===== src/common/ecc_mem_defines.svh =====
`ifndef ECC_MEM_DEFINES_SVH
`define ECC_MEM_DEFINES_SVH

// Data word width in bits.
`define ECC_DATA_W 32

// Hamming SEC codeword width, 32 data plus 6 parity.
`define ECC_CODE_W 38

// Syndrome width, enough to name positions 1 to 63.
`define ECC_SYN_W 6

// Address width, gives a depth of 256 words.
`define MEM_ADDR_W 8

// Width of the saturating corrected-read counter.
`define ECC_CNT_W 16

`endif


===== src/common/ecc_pkg.sv =====
`include "ecc_mem_defines.svh"

package ecc_pkg;

    // Stored codeword, bit i holds Hamming position i+1.
    typedef logic [`ECC_CODE_W-1:0] code_word_t;

    // Error position reported by the decoder, 0 means no error.
    typedef logic [`ECC_SYN_W-1:0] syndrome_t;

    // Read status.
    typedef enum logic [1:0] {
        ECC_CLEAN        = 2'd0, // Syndrome zero.
        ECC_CORRECTED    = 2'd1, // Syndrome inside the codeword, one bit flipped back.
        ECC_BAD_SYNDROME = 2'd2  // Syndrome past the last position, data passed raw.
    } ecc_status_e;

    // Positions 1, 2, 4, 8, 16, 32 carry parity; all others carry data.
    function automatic logic is_parity_pos(input int unsigned pos);
        return ((pos & (pos - 1)) == 0); // Power of two test.
    endfunction

endpackage


===== src/common/mem_pkg.sv =====
`include "ecc_mem_defines.svh"

package mem_pkg;

    // Word address into the storage array.
    typedef logic [`MEM_ADDR_W-1:0] mem_addr_t;

    // User data word, before encoding and after decoding.
    typedef logic [`ECC_DATA_W-1:0] mem_data_t;

    // Operation of the current cycle, write wins over read.
    typedef enum logic [1:0] {
        OP_NONE  = 2'd0, // Idle cycle.
        OP_WRITE = 2'd1, // Store an encoded word.
        OP_READ  = 2'd2  // Fetch a codeword for decoding.
    } mem_op_e;

endpackage


===== src/common/mem_port_if.sv =====
`timescale 1ns/1ps

interface mem_port_if import ecc_pkg::*, mem_pkg::*; ();

    logic       we;    // Write wcode to addr at the clock edge.
    logic       re;    // Load rcode from addr at the clock edge.
    mem_addr_t  addr;  // Shared address for both directions.
    code_word_t wcode; // Encoded word with inject mask applied.
    code_word_t rcode; // Registered array output, held between reads.

    // Controller side.
    modport ctrl (
        output we,
        output re,
        output addr,
        output wcode,
        input  rcode
    );

    // Storage array side.
    modport ram (
        input  we,
        input  re,
        input  addr,
        input  wcode,
        output rcode
    );

endinterface


===== src/ecc/ecc_enc32.sv =====
`timescale 1ns/1ps
`include "ecc_mem_defines.svh"

module ecc_enc32 import ecc_pkg::*, mem_pkg::*; (
    input  mem_data_t  data, // Raw data word.
    output code_word_t code  // Hamming SEC codeword.
);

    code_word_t placed; // Data bits spread over their positions, parity slots zero.

    // Data bit 0 lands at position 3, data bit 31 at position 38.
    always_comb begin
        int unsigned d_idx;
        d_idx  = 0;
        placed = '0;
        for (int unsigned pos = 1; pos <= `ECC_CODE_W; pos++) begin
            if (!is_parity_pos(pos)) begin
                placed[pos-1] = data[d_idx]; // Next data bit in order.
                d_idx         = d_idx + 1;
            end
        end
    end

    // Parity bit at position 2**p covers every position with bit p set.
    always_comb begin
        code = placed;
        for (int unsigned p = 0; p < `ECC_SYN_W; p++) begin
            for (int unsigned pos = 1; pos <= `ECC_CODE_W; pos++) begin
                if (((pos >> p) & 1) == 1 && !is_parity_pos(pos)) begin
                    code[(1 << p) - 1] = code[(1 << p) - 1] ^ placed[pos-1];
                end
            end
        end
    end

endmodule


===== src/ecc/ecc_dec32.sv =====
`timescale 1ns/1ps
`include "ecc_mem_defines.svh"

module ecc_dec32 import ecc_pkg::*, mem_pkg::*; (
    input  code_word_t  code,     // Codeword as read from storage.
    output mem_data_t   data,     // Data after single-bit correction.
    output syndrome_t   syndrome, // Position of the suspected flipped bit.
    output ecc_status_e status    // Clean, corrected or bad syndrome.
);

    code_word_t fixed; // Codeword with the addressed bit flipped back.

    // A valid codeword XORs to zero over the positions of its set bits.
    // A single flip leaves exactly that position behind.
    always_comb begin
        syndrome = '0;
        for (int unsigned pos = 1; pos <= `ECC_CODE_W; pos++) begin
            if (code[pos-1]) begin
                syndrome = syndrome ^ syndrome_t'(pos); // Parity and data positions alike.
            end
        end
    end

    // Classify the syndrome.
    always_comb begin
        if (syndrome == '0) begin
            status = ECC_CLEAN;
        end else if (syndrome <= `ECC_CODE_W) begin
            status = ECC_CORRECTED; // Points inside the word.
        end else begin
            status = ECC_BAD_SYNDROME; // Points past position 38, leave bits alone.
        end
    end

    // Flip back the single addressed bit, if any.
    always_comb begin
        fixed = code;
        for (int unsigned pos = 1; pos <= `ECC_CODE_W; pos++) begin
            if (syndrome == syndrome_t'(pos)) begin
                fixed[pos-1] = ~code[pos-1]; // Only one position can match.
            end
        end
    end

    // Gather the data bits from the non-parity positions, lowest first.
    always_comb begin
        int unsigned d_idx;
        d_idx = 0;
        data  = '0;
        for (int unsigned pos = 1; pos <= `ECC_CODE_W; pos++) begin
            if (!is_parity_pos(pos)) begin
                data[d_idx] = fixed[pos-1];
                d_idx       = d_idx + 1;
            end
        end
    end

endmodule


===== src/logic/ecc_mem_ctrl.sv =====
`timescale 1ns/1ps
`include "ecc_mem_defines.svh"

module ecc_mem_ctrl import ecc_pkg::*, mem_pkg::*; (
    input  logic                  clk,
    input  logic                  reset,
    input  logic                  wr_en,       // Write strobe, wins over rd_en.
    input  logic                  rd_en,       // Read strobe.
    input  mem_addr_t             addr,
    input  mem_data_t             wr_data,
    input  code_word_t            inject_mask, // Bits to flip in the stored codeword.
    mem_port_if.ctrl              mem,
    output logic                  rd_valid,    // One-cycle pulse, two edges after rd_en.
    output mem_data_t             rd_data,
    output ecc_status_e           rd_status,
    output logic [`ECC_CNT_W-1:0] corr_count   // Saturating count of corrected reads.
);

    mem_op_e     op;         // Operation of this cycle.
    code_word_t  enc_code;   // Encoder output before injection.
    logic [1:0]  rd_pipe;    // Read in flight, stage 0 at the array, stage 1 at the decoder.
    code_word_t  code_q;     // Codeword captured from the array output.
    mem_data_t   dec_data;   // Decoder data.
    ecc_status_e dec_status; // Decoder status.

    // Strobe decode.
    always_comb begin
        if (wr_en) begin
            op = OP_WRITE; // A read in the same cycle is dropped.
        end else if (rd_en) begin
            op = OP_READ;
        end else begin
            op = OP_NONE;
        end
    end

    ecc_enc32 u_enc (
        .data (wr_data),
        .code (enc_code)
    );

    // Array access happens in the issuing cycle.
    assign mem.we    = (op == OP_WRITE);
    assign mem.re    = (op == OP_READ);
    assign mem.addr  = addr;
    assign mem.wcode = enc_code ^ inject_mask; // Diagnostic corruption.

    ecc_dec32 u_dec (
        .code     (code_q),
        .data     (dec_data),
        .syndrome (),
        .status   (dec_status)
    );

    // Control state.
    always_ff @(posedge clk) begin
        if (reset) begin
            rd_pipe    <= '0;
            rd_valid   <= 1'b0;
            rd_status  <= ECC_CLEAN;
            corr_count <= '0;
        end else begin
            rd_pipe  <= {rd_pipe[0], (op == OP_READ)}; // Shift the read marker.
            rd_valid <= rd_pipe[1];
            if (rd_pipe[1]) begin
                rd_status <= dec_status;
            end
            // Count corrected reads, stick at all ones.
            if (rd_pipe[1] && dec_status == ECC_CORRECTED && !(&corr_count)) begin
                corr_count <= corr_count + 1'b1;
            end
        end
    end

    // Payload registers, loaded only when their stage is live.
    always_ff @(posedge clk) begin
        if (rd_pipe[0]) begin
            code_q <= mem.rcode; // Array output is valid now.
        end
        if (rd_pipe[1]) begin
            rd_data <= dec_data; // Lands with rd_valid.
        end
    end

endmodule


===== src/flat_wrapper.sv =====
// flat-port wrapper written by rule: the top's interface ports become plain ports
module ecc_mem_ctrl_flat import ecc_pkg::*, mem_pkg::*;
  (clk, reset, wr_en, rd_en, addr, wr_data, inject_mask, rd_valid, rd_data, rd_status, corr_count, mem_we, mem_re, mem_addr, mem_wcode, mem_rcode);
  mem_port_if mem_i ();
  input  logic clk;
  input  logic reset;
  input  logic wr_en;
  input  logic rd_en;
  input  mem_addr_t addr;
  input  mem_data_t wr_data;
  input  code_word_t inject_mask;
  output logic rd_valid;
  output mem_data_t rd_data;
  output ecc_status_e rd_status;
  output logic [`ECC_CNT_W-1:0] corr_count;
  output wire logic [$bits(mem_i.we)-1:0] mem_we;
  output wire logic [$bits(mem_i.re)-1:0] mem_re;
  output wire logic [$bits(mem_i.addr)-1:0] mem_addr;
  output wire logic [$bits(mem_i.wcode)-1:0] mem_wcode;
  input wire logic [$bits(mem_i.rcode)-1:0] mem_rcode;
  assign mem_we = mem_i.we;
  assign mem_re = mem_i.re;
  assign mem_addr = mem_i.addr;
  assign mem_wcode = mem_i.wcode;
  assign mem_i.rcode = mem_rcode;
  ecc_mem_ctrl u_core (.clk(clk), .reset(reset), .wr_en(wr_en), .rd_en(rd_en), .addr(addr), .wr_data(wr_data), .inject_mask(inject_mask), .mem(mem_i), .rd_valid(rd_valid), .rd_data(rd_data), .rd_status(rd_status), .corr_count(corr_count));
endmodule

===== config.mk =====
export PLATFORM = sky130hd
export DESIGN_NAME = ecc_mem_ctrl_flat
export DESIGN_NICKNAME = d
export VERILOG_FILES = /design/src/common/ecc_pkg.sv /design/src/common/mem_pkg.sv /design/src/common/mem_port_if.sv /design/src/ecc/ecc_enc32.sv /design/src/ecc/ecc_dec32.sv /design/src/logic/ecc_mem_ctrl.sv /design/src/flat_wrapper.sv
export VERILOG_INCLUDE_DIRS = /design/src /design/src/common
export SDC_FILE = /design/constraint.sdc
export NUM_CORES = 1
export LEC_CHECK = 0
export BUFFER_PORTS_ARGS = -buffer_cell sky130_fd_sc_hd__buf_4
export CAP_MARGIN = 20
export CORE_AREA = 5 5 117 119
export CTS_CLUSTER_SIZE = 8
export DETAILED_ROUTE_END_ITERATION = 16
export DIE_AREA = 0 0 122 124
export PLACE_DENSITY = 0.76
export SETUP_SLACK_MARGIN = 0.5
export SYNTH_ARGS = -nofsm -noshare
export SYNTH_HDL_FRONTEND = slang
export SYNTH_SLANG_ARGS = --single-unit

===== constraint.sdc =====
create_clock -name clk -period 3.1 [get_ports clk]
set_input_delay 0.62 -clock clk [delete_from_list [all_inputs] [get_ports clk]]
set_output_delay 0.62 -clock clk [all_outputs]
set_load 0.01 [all_outputs]

# Word level (Yosys, flattened, before mapping)

Index checks and enable logic that the tools add are counted.

$add $sub $neg: 1
Multiply operators: 0
Divide/modulo/power cells: 0
Order comparisons: 1
Eq/ne operators: 35
Shift operators: 0
Multiplexer cells: 74
Bitwise operators: 154
Reduce and logical (&&, ||, !) cells: 5

Operators by type and width:

| operator                | count |
|---|---|
| $eq A6 B5 Y1 const B    | 15 |
| $xor A1 B1 Y1           | 84 |
| $mux W5                 | 16 |
| $eq A6 B4 Y1 const B    | 7 |
| $mux W6                 | 7 |
| $not A3 Y3              | 13 |
| $xor A38 B38 Y38        | 1 |
| $eq A6 B6 Y1 const B    | 6 |
| $mux W1                 | 33 |
| $mux W4                 | 8 |
| $not A1 Y1              | 32 |
| $not A2 Y2              | 13 |
| $not A4 Y4              | 5 |
| $eq A6 B3 Y1 const B    | 3 |
| $add A16 B1 Y16 const B | 1 |
| $reduce_and A16 Y1      | 1 |
| $mux W2                 | 6 |
| $mux W3                 | 4 |
| $eq A6 B2 Y1 const B    | 1 |
| $le A6 B6 Y1 const B    | 1 |
| $logic_not A6 Y1        | 1 |
| $not A1 Y1 const A      | 5 |
| $not A5 Y5              | 1 |
| $eq A2 B1 Y1 const B    | 2 |
| 3 further kinds         | 4 |

Register bits: 91
Bits in latches: 0
Bits in writable memories: 0
ROM bits: 0
Input port bits: 120
Output and inout bits: 99
Word-level logic and storage cells: 276
Memories: 0

# Depth between registers and ports, before layout

Word-level depth: 76
Gate-level depth with buffers: 9
Depth with buffers taken out: 7

# By module

A second synthesis with hierarchy kept.

Cells, all modules: 451
Area, all modules: 5670.4 µm²

Modules (own cells, without submodules):

| module       | times used | cells each | area each (µm²) | sequential area each (µm²) |
|---|---|---|---|---|
| ecc_mem_ctrl | 1          | 229        | 3555.9          | 2522.4 |
| ecc_dec32    | 1          | 148        | 1249.9          | 0.0 |
| ecc_enc32    | 1          | 74         | 864.6           | 0.0 |

# Worst setup path after synthesis

Ideal clock, no wire load.

Path kind: flip-flop to flip-flop
Start: reg u_core.code_q[36]
End: reg u_core.rd_status[0]
Library setup time: 128 ps
Data arrival time: 2833 ps
Data required time: 2972 ps
Slack: 139 ps
Stages on the path, launching flop included: 10
Buffers on the path: 2
Period minus slack after synthesis: 2961 ps
Cell sequence: edfxtp_1 xor3_1 xnor3_1 xor3_2 or3b_1 a31oi_4 buf_6 buf_4 a2bb2oi_1 nor2_1

Longest elaborated chain between the ends: 6
Elaborated cells on any way between the ends: 7
Classes of those cells: 1 x order compare; 4 x mux; 1 x bitwise; 1 x reduce/logical

Ends and longest elaborated chain:

| what                     | line               | source |
|---|---|---|
| start: declaration       | ecc_mem_ctrl.sv:22 | `code_word_t code_q;` |
| start signal: assignment | ecc_mem_ctrl.sv:78 | `code_q <= mem.rcode;` |
| $mux W6 *                | ecc_dec32.sv:18    | `if (code[pos-1]) begin` |
| $not A3 Y3 (no line)     | -                  |  |
| $mux W6 *                | ecc_dec32.sv:18    |  |
| $le A6 B6 Y1 (no line)   | -                  |  |
| $mux W2                  | ecc_dec32.sv:28    | `` end else if (syndrome <= `ECC_CODE_W) begin `` |
| $mux W2 *                | ecc_dec32.sv:26    | `if (syndrome == '0) begin` |
| end signal: assignment   | ecc_mem_ctrl.sv:66 | `rd_status <= dec_status;` |
| end: declaration         | ecc_mem_ctrl.sv:15 | `output ecc_status_e rd_status,` |

Mark *: on every way between the ends. The rest lies on a longest branch, timed or not.
A chain may end at the register's enable or synchronous reset.

# Worst setup path after layout

Start: reg u_core.code_q[36]
End: reg u_core.corr_count[0]

Longest elaborated chain between the ends: 9
Elaborated cells on any way between the ends: 10
Classes of those cells: 1 x order compare; 1 x eq/ne; 4 x mux; 1 x bitwise; 3 x reduce/logical

Ends and longest elaborated chain:

| what                               | line               | source |
|---|---|---|
| $mux W6 *                          | ecc_dec32.sv:18    |  |
| $not A3 Y3 (no line)               | -                  |  |
| $mux W6 *                          | ecc_dec32.sv:18    |  |
| $le A6 B6 Y1 (no line)             | -                  |  |
| $mux W2                            | ecc_dec32.sv:28    |  |
| $mux W2 *                          | ecc_dec32.sv:26    |  |
| $eq A2 B1 Y1 *                     | ecc_mem_ctrl.sv:69 | `if (rd_pipe[1] && dec_status == ECC_CORRECTED && !(&corr_count)) begin` |
| $logic_and A1 B1 Y1 * (2 in a row) | ecc_mem_ctrl.sv:69 |  |
| end signal: assignment             | ecc_mem_ctrl.sv:70 | `corr_count <= corr_count + 1'b1;` |
| end: declaration                   | ecc_mem_ctrl.sv:16 | `` output logic [`ECC_CNT_W-1:0] corr_count `` |

Marks and branches as above.

==> reports/metrics.csv <==
metric,value,unit
fraction of the yosys area taken by sequential cells,47.12,%
crit-path max FO,13,
"Remaining Overflow, GRT",0,
CTS buffer count,9,
final cell count without fillers,857,
synth warn,0,
worst hold path class,in2reg,
DRT iter0 DRCs,255,
Core Area,12470,um^2
DIE AREA,15130,um^2
FILL cells,898,
via count,4283,
Pint,3050,uW
Clock Path Buffers,2,
Avg WL per Cell,19.17,um
vias in the first global route,4362,
# clock sinks,91,
Flop pwr share,30.8,%
share of post-route cells with drive strength above 1,51.24,%
Sw Ratio,31.55,%
CP max stage cell,xor3_1,
ys flop type,edfxtp_1,
post-route ant nets,0,
synthesized area per cell,12.33,um^2
Seq cells post-synth,91,
r2r worst-path depth,9,
Final setup viols,0,
Clk Tree Root Cell,clkbuf_16,
Fin. Hold Viols,0,
worst r2r src,u_core.code_q[36]$_DFFE_PP_,
worst skew pair latency,0.35,ns
width of the chip,122,um
fin. max-slew vios,0,
RSZ-0062 raised after global routing,true,
reg2reg setup slack,0.11,ns
die height,124,um
Worst Max-Slew Pin Slew,0.5325,ns
ANT cells,0,
GPL Wtd Cong,0.9539,
drt pass-1 iters,4,
clk_skew,0.008005,ns
Post-Syn Area,5353,um^2
Startpoint Class,flip-flop,
max-cap check violation count,0,
worst path arrival time,3.22,ns
largest net degree at the start of global routing,40,
Cell Count Post-Placement,800,
largest vdd supply drop,0.0003485,V
GRT Total Usage,19.95,%
Row Count,41,
net switching power,1406,uW
Final Cycle Share,96.61,%
Worst Path Required,3.33,ns
final worst path period need,2.995,ns
first-pass GRT wire length,23190,um
Syn Inst Count,434,
IO buf count,202,
initial antenna violation count,0,
endpoint of the worst hold path,u_core.code_q[9]$_DFFE_PP_,
"Cell Chain, Critical Path",xor3_1 -> buf_4 -> xnor3_1 -> xnor3_2 -> or3b_4 -> a31oi_4 -> buf_12 -> nor3b_2 -> mux2_1,
crit-path max cell delay,0.46,ns
Syn-to-layout area delta,53.76,%
reg2reg end,u_core.corr_count[0]$_SDFFE_PP0P_,
pwr/cell area,541.3,nW/um^2
slew margin rel.,64.50,%
Syn Nets,555,
drt drc,0,
Starting Density,42.94,%
CTS tree,done,
Post-synth EDFFs,70,
Ports,219,
Gate power share,41.3,%
hold path start,mem_rcode[9],
CP endpoint kind,flip-flop,
clock transition at the registers of the reported paths,0.06,ns
count of cell types in the netlist,41,
WS Path Type,reg2reg,
final setup TNS,0,ns
Clock Power Share,28.0,%
CTS H-tree depth,3,
status,finished clean,
Async SR Flop Fraction,0,%
Post-Route WL,16430,um
cell depth of the worst hold path,1,
Vias/cell,4.998,
f_max,0.3339,GHz
fin nets,801,
hpwl dp,10910,um
Static Leak,0.003422,uW
[area by class of cell]
cell class / instances / area, um^2 / share of cell area (%)
inverters: 2 / 7.507 / 0.09121
flip-flops and latches: 91 / 2522 / 30.65
clock inverters: 5 / 103.9 / 1.262
well taps: 172 / 215.2 / 2.615
clock buffers: 11 / 232.7 / 2.828
repair buffers: 251 / 1976 / 24.00
multi-input cells: 325 / 3173 / 38.55
[metrics by stage]
stage	utilization (%)	setup WS (ns)	hold WS [ns]	area, um^2	total power, uW
finish	66.02	0.1051	0.4483	8230	4455
global route	66.02	0.07332	0.4414	8230	4612
CTS	62.41	0.2417	0.4431	7780	4125
detailed placement	56.82	0.1445	0.4881	7083	2657
global placement	56.82	0.2249	0.4894	7083	2635
floorplan	-	0.3343	0.5043	5379	2167
[synth_stat cells (2+ instances only)]
library cell | count | share of area (%)
o31ai_1 | 10 | 1.4
buf_4 | 10 | 1.4
and3_1 | 3 | 0.35
nor4_1 | 5 | 0.58
nand3_1 | 10 | 0.94
or4_1 | 10 | 1.4
mux2i_1 | 2 | 0.37
and2_1 | 2 | 0.23
nand2b_1 | 5 | 0.58
xor3_1 | 2 | 0.89
xnor2_1 | 91 | 15
nand2_1 | 25 | 1.8
dfxtp_1 | 21 | 7.9
mux2_1 | 4 | 0.84
nor2_1 | 32 | 2.2
buf_6 | 2 | 0.42
xnor3_1 | 15 | 6.3
nor2b_1 | 6 | 0.70
o211a_1 | 2 | 0.37
inv_1 | 2 | 0.14
xor2_1 | 68 | 11
and4_1 | 2 | 0.33
nand4_1 | 5 | 0.58
or2_2 | 3 | 0.35
a21oi_1 | 10 | 0.94
clkbuf_1 | 3 | 0.21
edfxtp_1 | 70 | 39
[sequential cells by signal, summed over array words and instances (netlist names)]
name,cells
u_core.corr_count,16
u_core.rd_pipe,2
u_core.code_q,38
u_core.rd_data,32
u_core.rd_valid,1
u_core.rd_status,2
[power by group through the flow]
stage	Clock, uW	Combinational (uW)	Sequential (uW)
2_1_floorplan	0	761	1410
3_3_place_gp	0	1240	1390
3_5_place_dp	0	1260	1400
4_1_cts	1250	1510	1370
5_1_grt	1310	1930	1370
6_report	1250	1840	1370
[logic make-up (layout without fill, tap and decap cells)]
logic type / count (synthesis) / in the layout / synth area share [%]
buf+inv: 18 / 269 / 2.244
flops: 91 / 91 / 47.12
xor+xnor: 179 / 179 / 34.29
simple gates: 114 / 114 / 11.10
fa+ha+maj: 1 / 1 / 0.2337
compound gates: 25 / 25 / 3.787
mux: 6 / 6 / 1.215
[layout by cell type, fill, tap and decap left out, drive strengths merged, types with 3 or more instances in the layout]
cell type	count
buf	251
xnor2	92
edfxtp	70
xor2	69
nor2	32
nand2	25
dfxtp	21
xnor3	15
clkbuf	11
o31ai	10
or4	10
nand3	10
a21oi	10
nor2b	6
nand4	5
nor4	5
nand2b	5
mux2	4
or2	3
and3	3
bufinv	3
xor3	3
[worst max-delay path, delay by kind of cell, from the launching register on]
kind | cells | cell delay (ns)
buf+inv | 2 | 0.34
xor+xnor | 3 | 1.05
mux | 1 | 0.30
flops | 1 | 0.43
compound gates | 1 | 0.26
simple gates | 2 | 0.50
[routing by layer]
layer  part of all wire [%]  routed length, um  vias to the layer above  track usage [%]
li1                       -                  -                     1995                -
met1                     38               6164                     2058            23.79
met2                     53               8633                      192            35.53
met3                    7.4               1211                       38            5.677
met4                    2.6                419                        0            5.182
met5                      0                  0                        -                0
[how the worst max path moves through the flow]
stage	endpoint	slack (ns)	from
2_1_floorplan	u_core.rd_status[0]$_SDFFE_PP0P_	0.33	u_core.code_q[36]$_DFFE_PP_
6_report	u_core.corr_count[0]$_SDFFE_PP0P_	0.11	u_core.code_q[36]$_DFFE_PP_
5_1_grt	u_core.corr_count[10]$_SDFFE_PP0P_	0.07	u_core.code_q[36]$_DFFE_PP_
3_3_place_gp	u_core.corr_count[10]$_SDFFE_PP0P_	0.22	u_core.code_q[36]$_DFFE_PP_
3_5_place_dp	u_core.corr_count[10]$_SDFFE_PP0P_	0.14	u_core.code_q[10]$_DFFE_PP_
4_1_cts	u_core.corr_count[10]$_SDFFE_PP0P_	0.24	u_core.code_q[4]$_DFFE_PP_
[repair_timing]
item,4_1_cts,5_1_grt
endpoints found under the setup margin,40,52
pin swaps,23,26
buffers inserted,23,16
gates resized for setup,32,69
gates cloned,2,0
hold buffers,0,0
(Power assumes the default switching activity.)
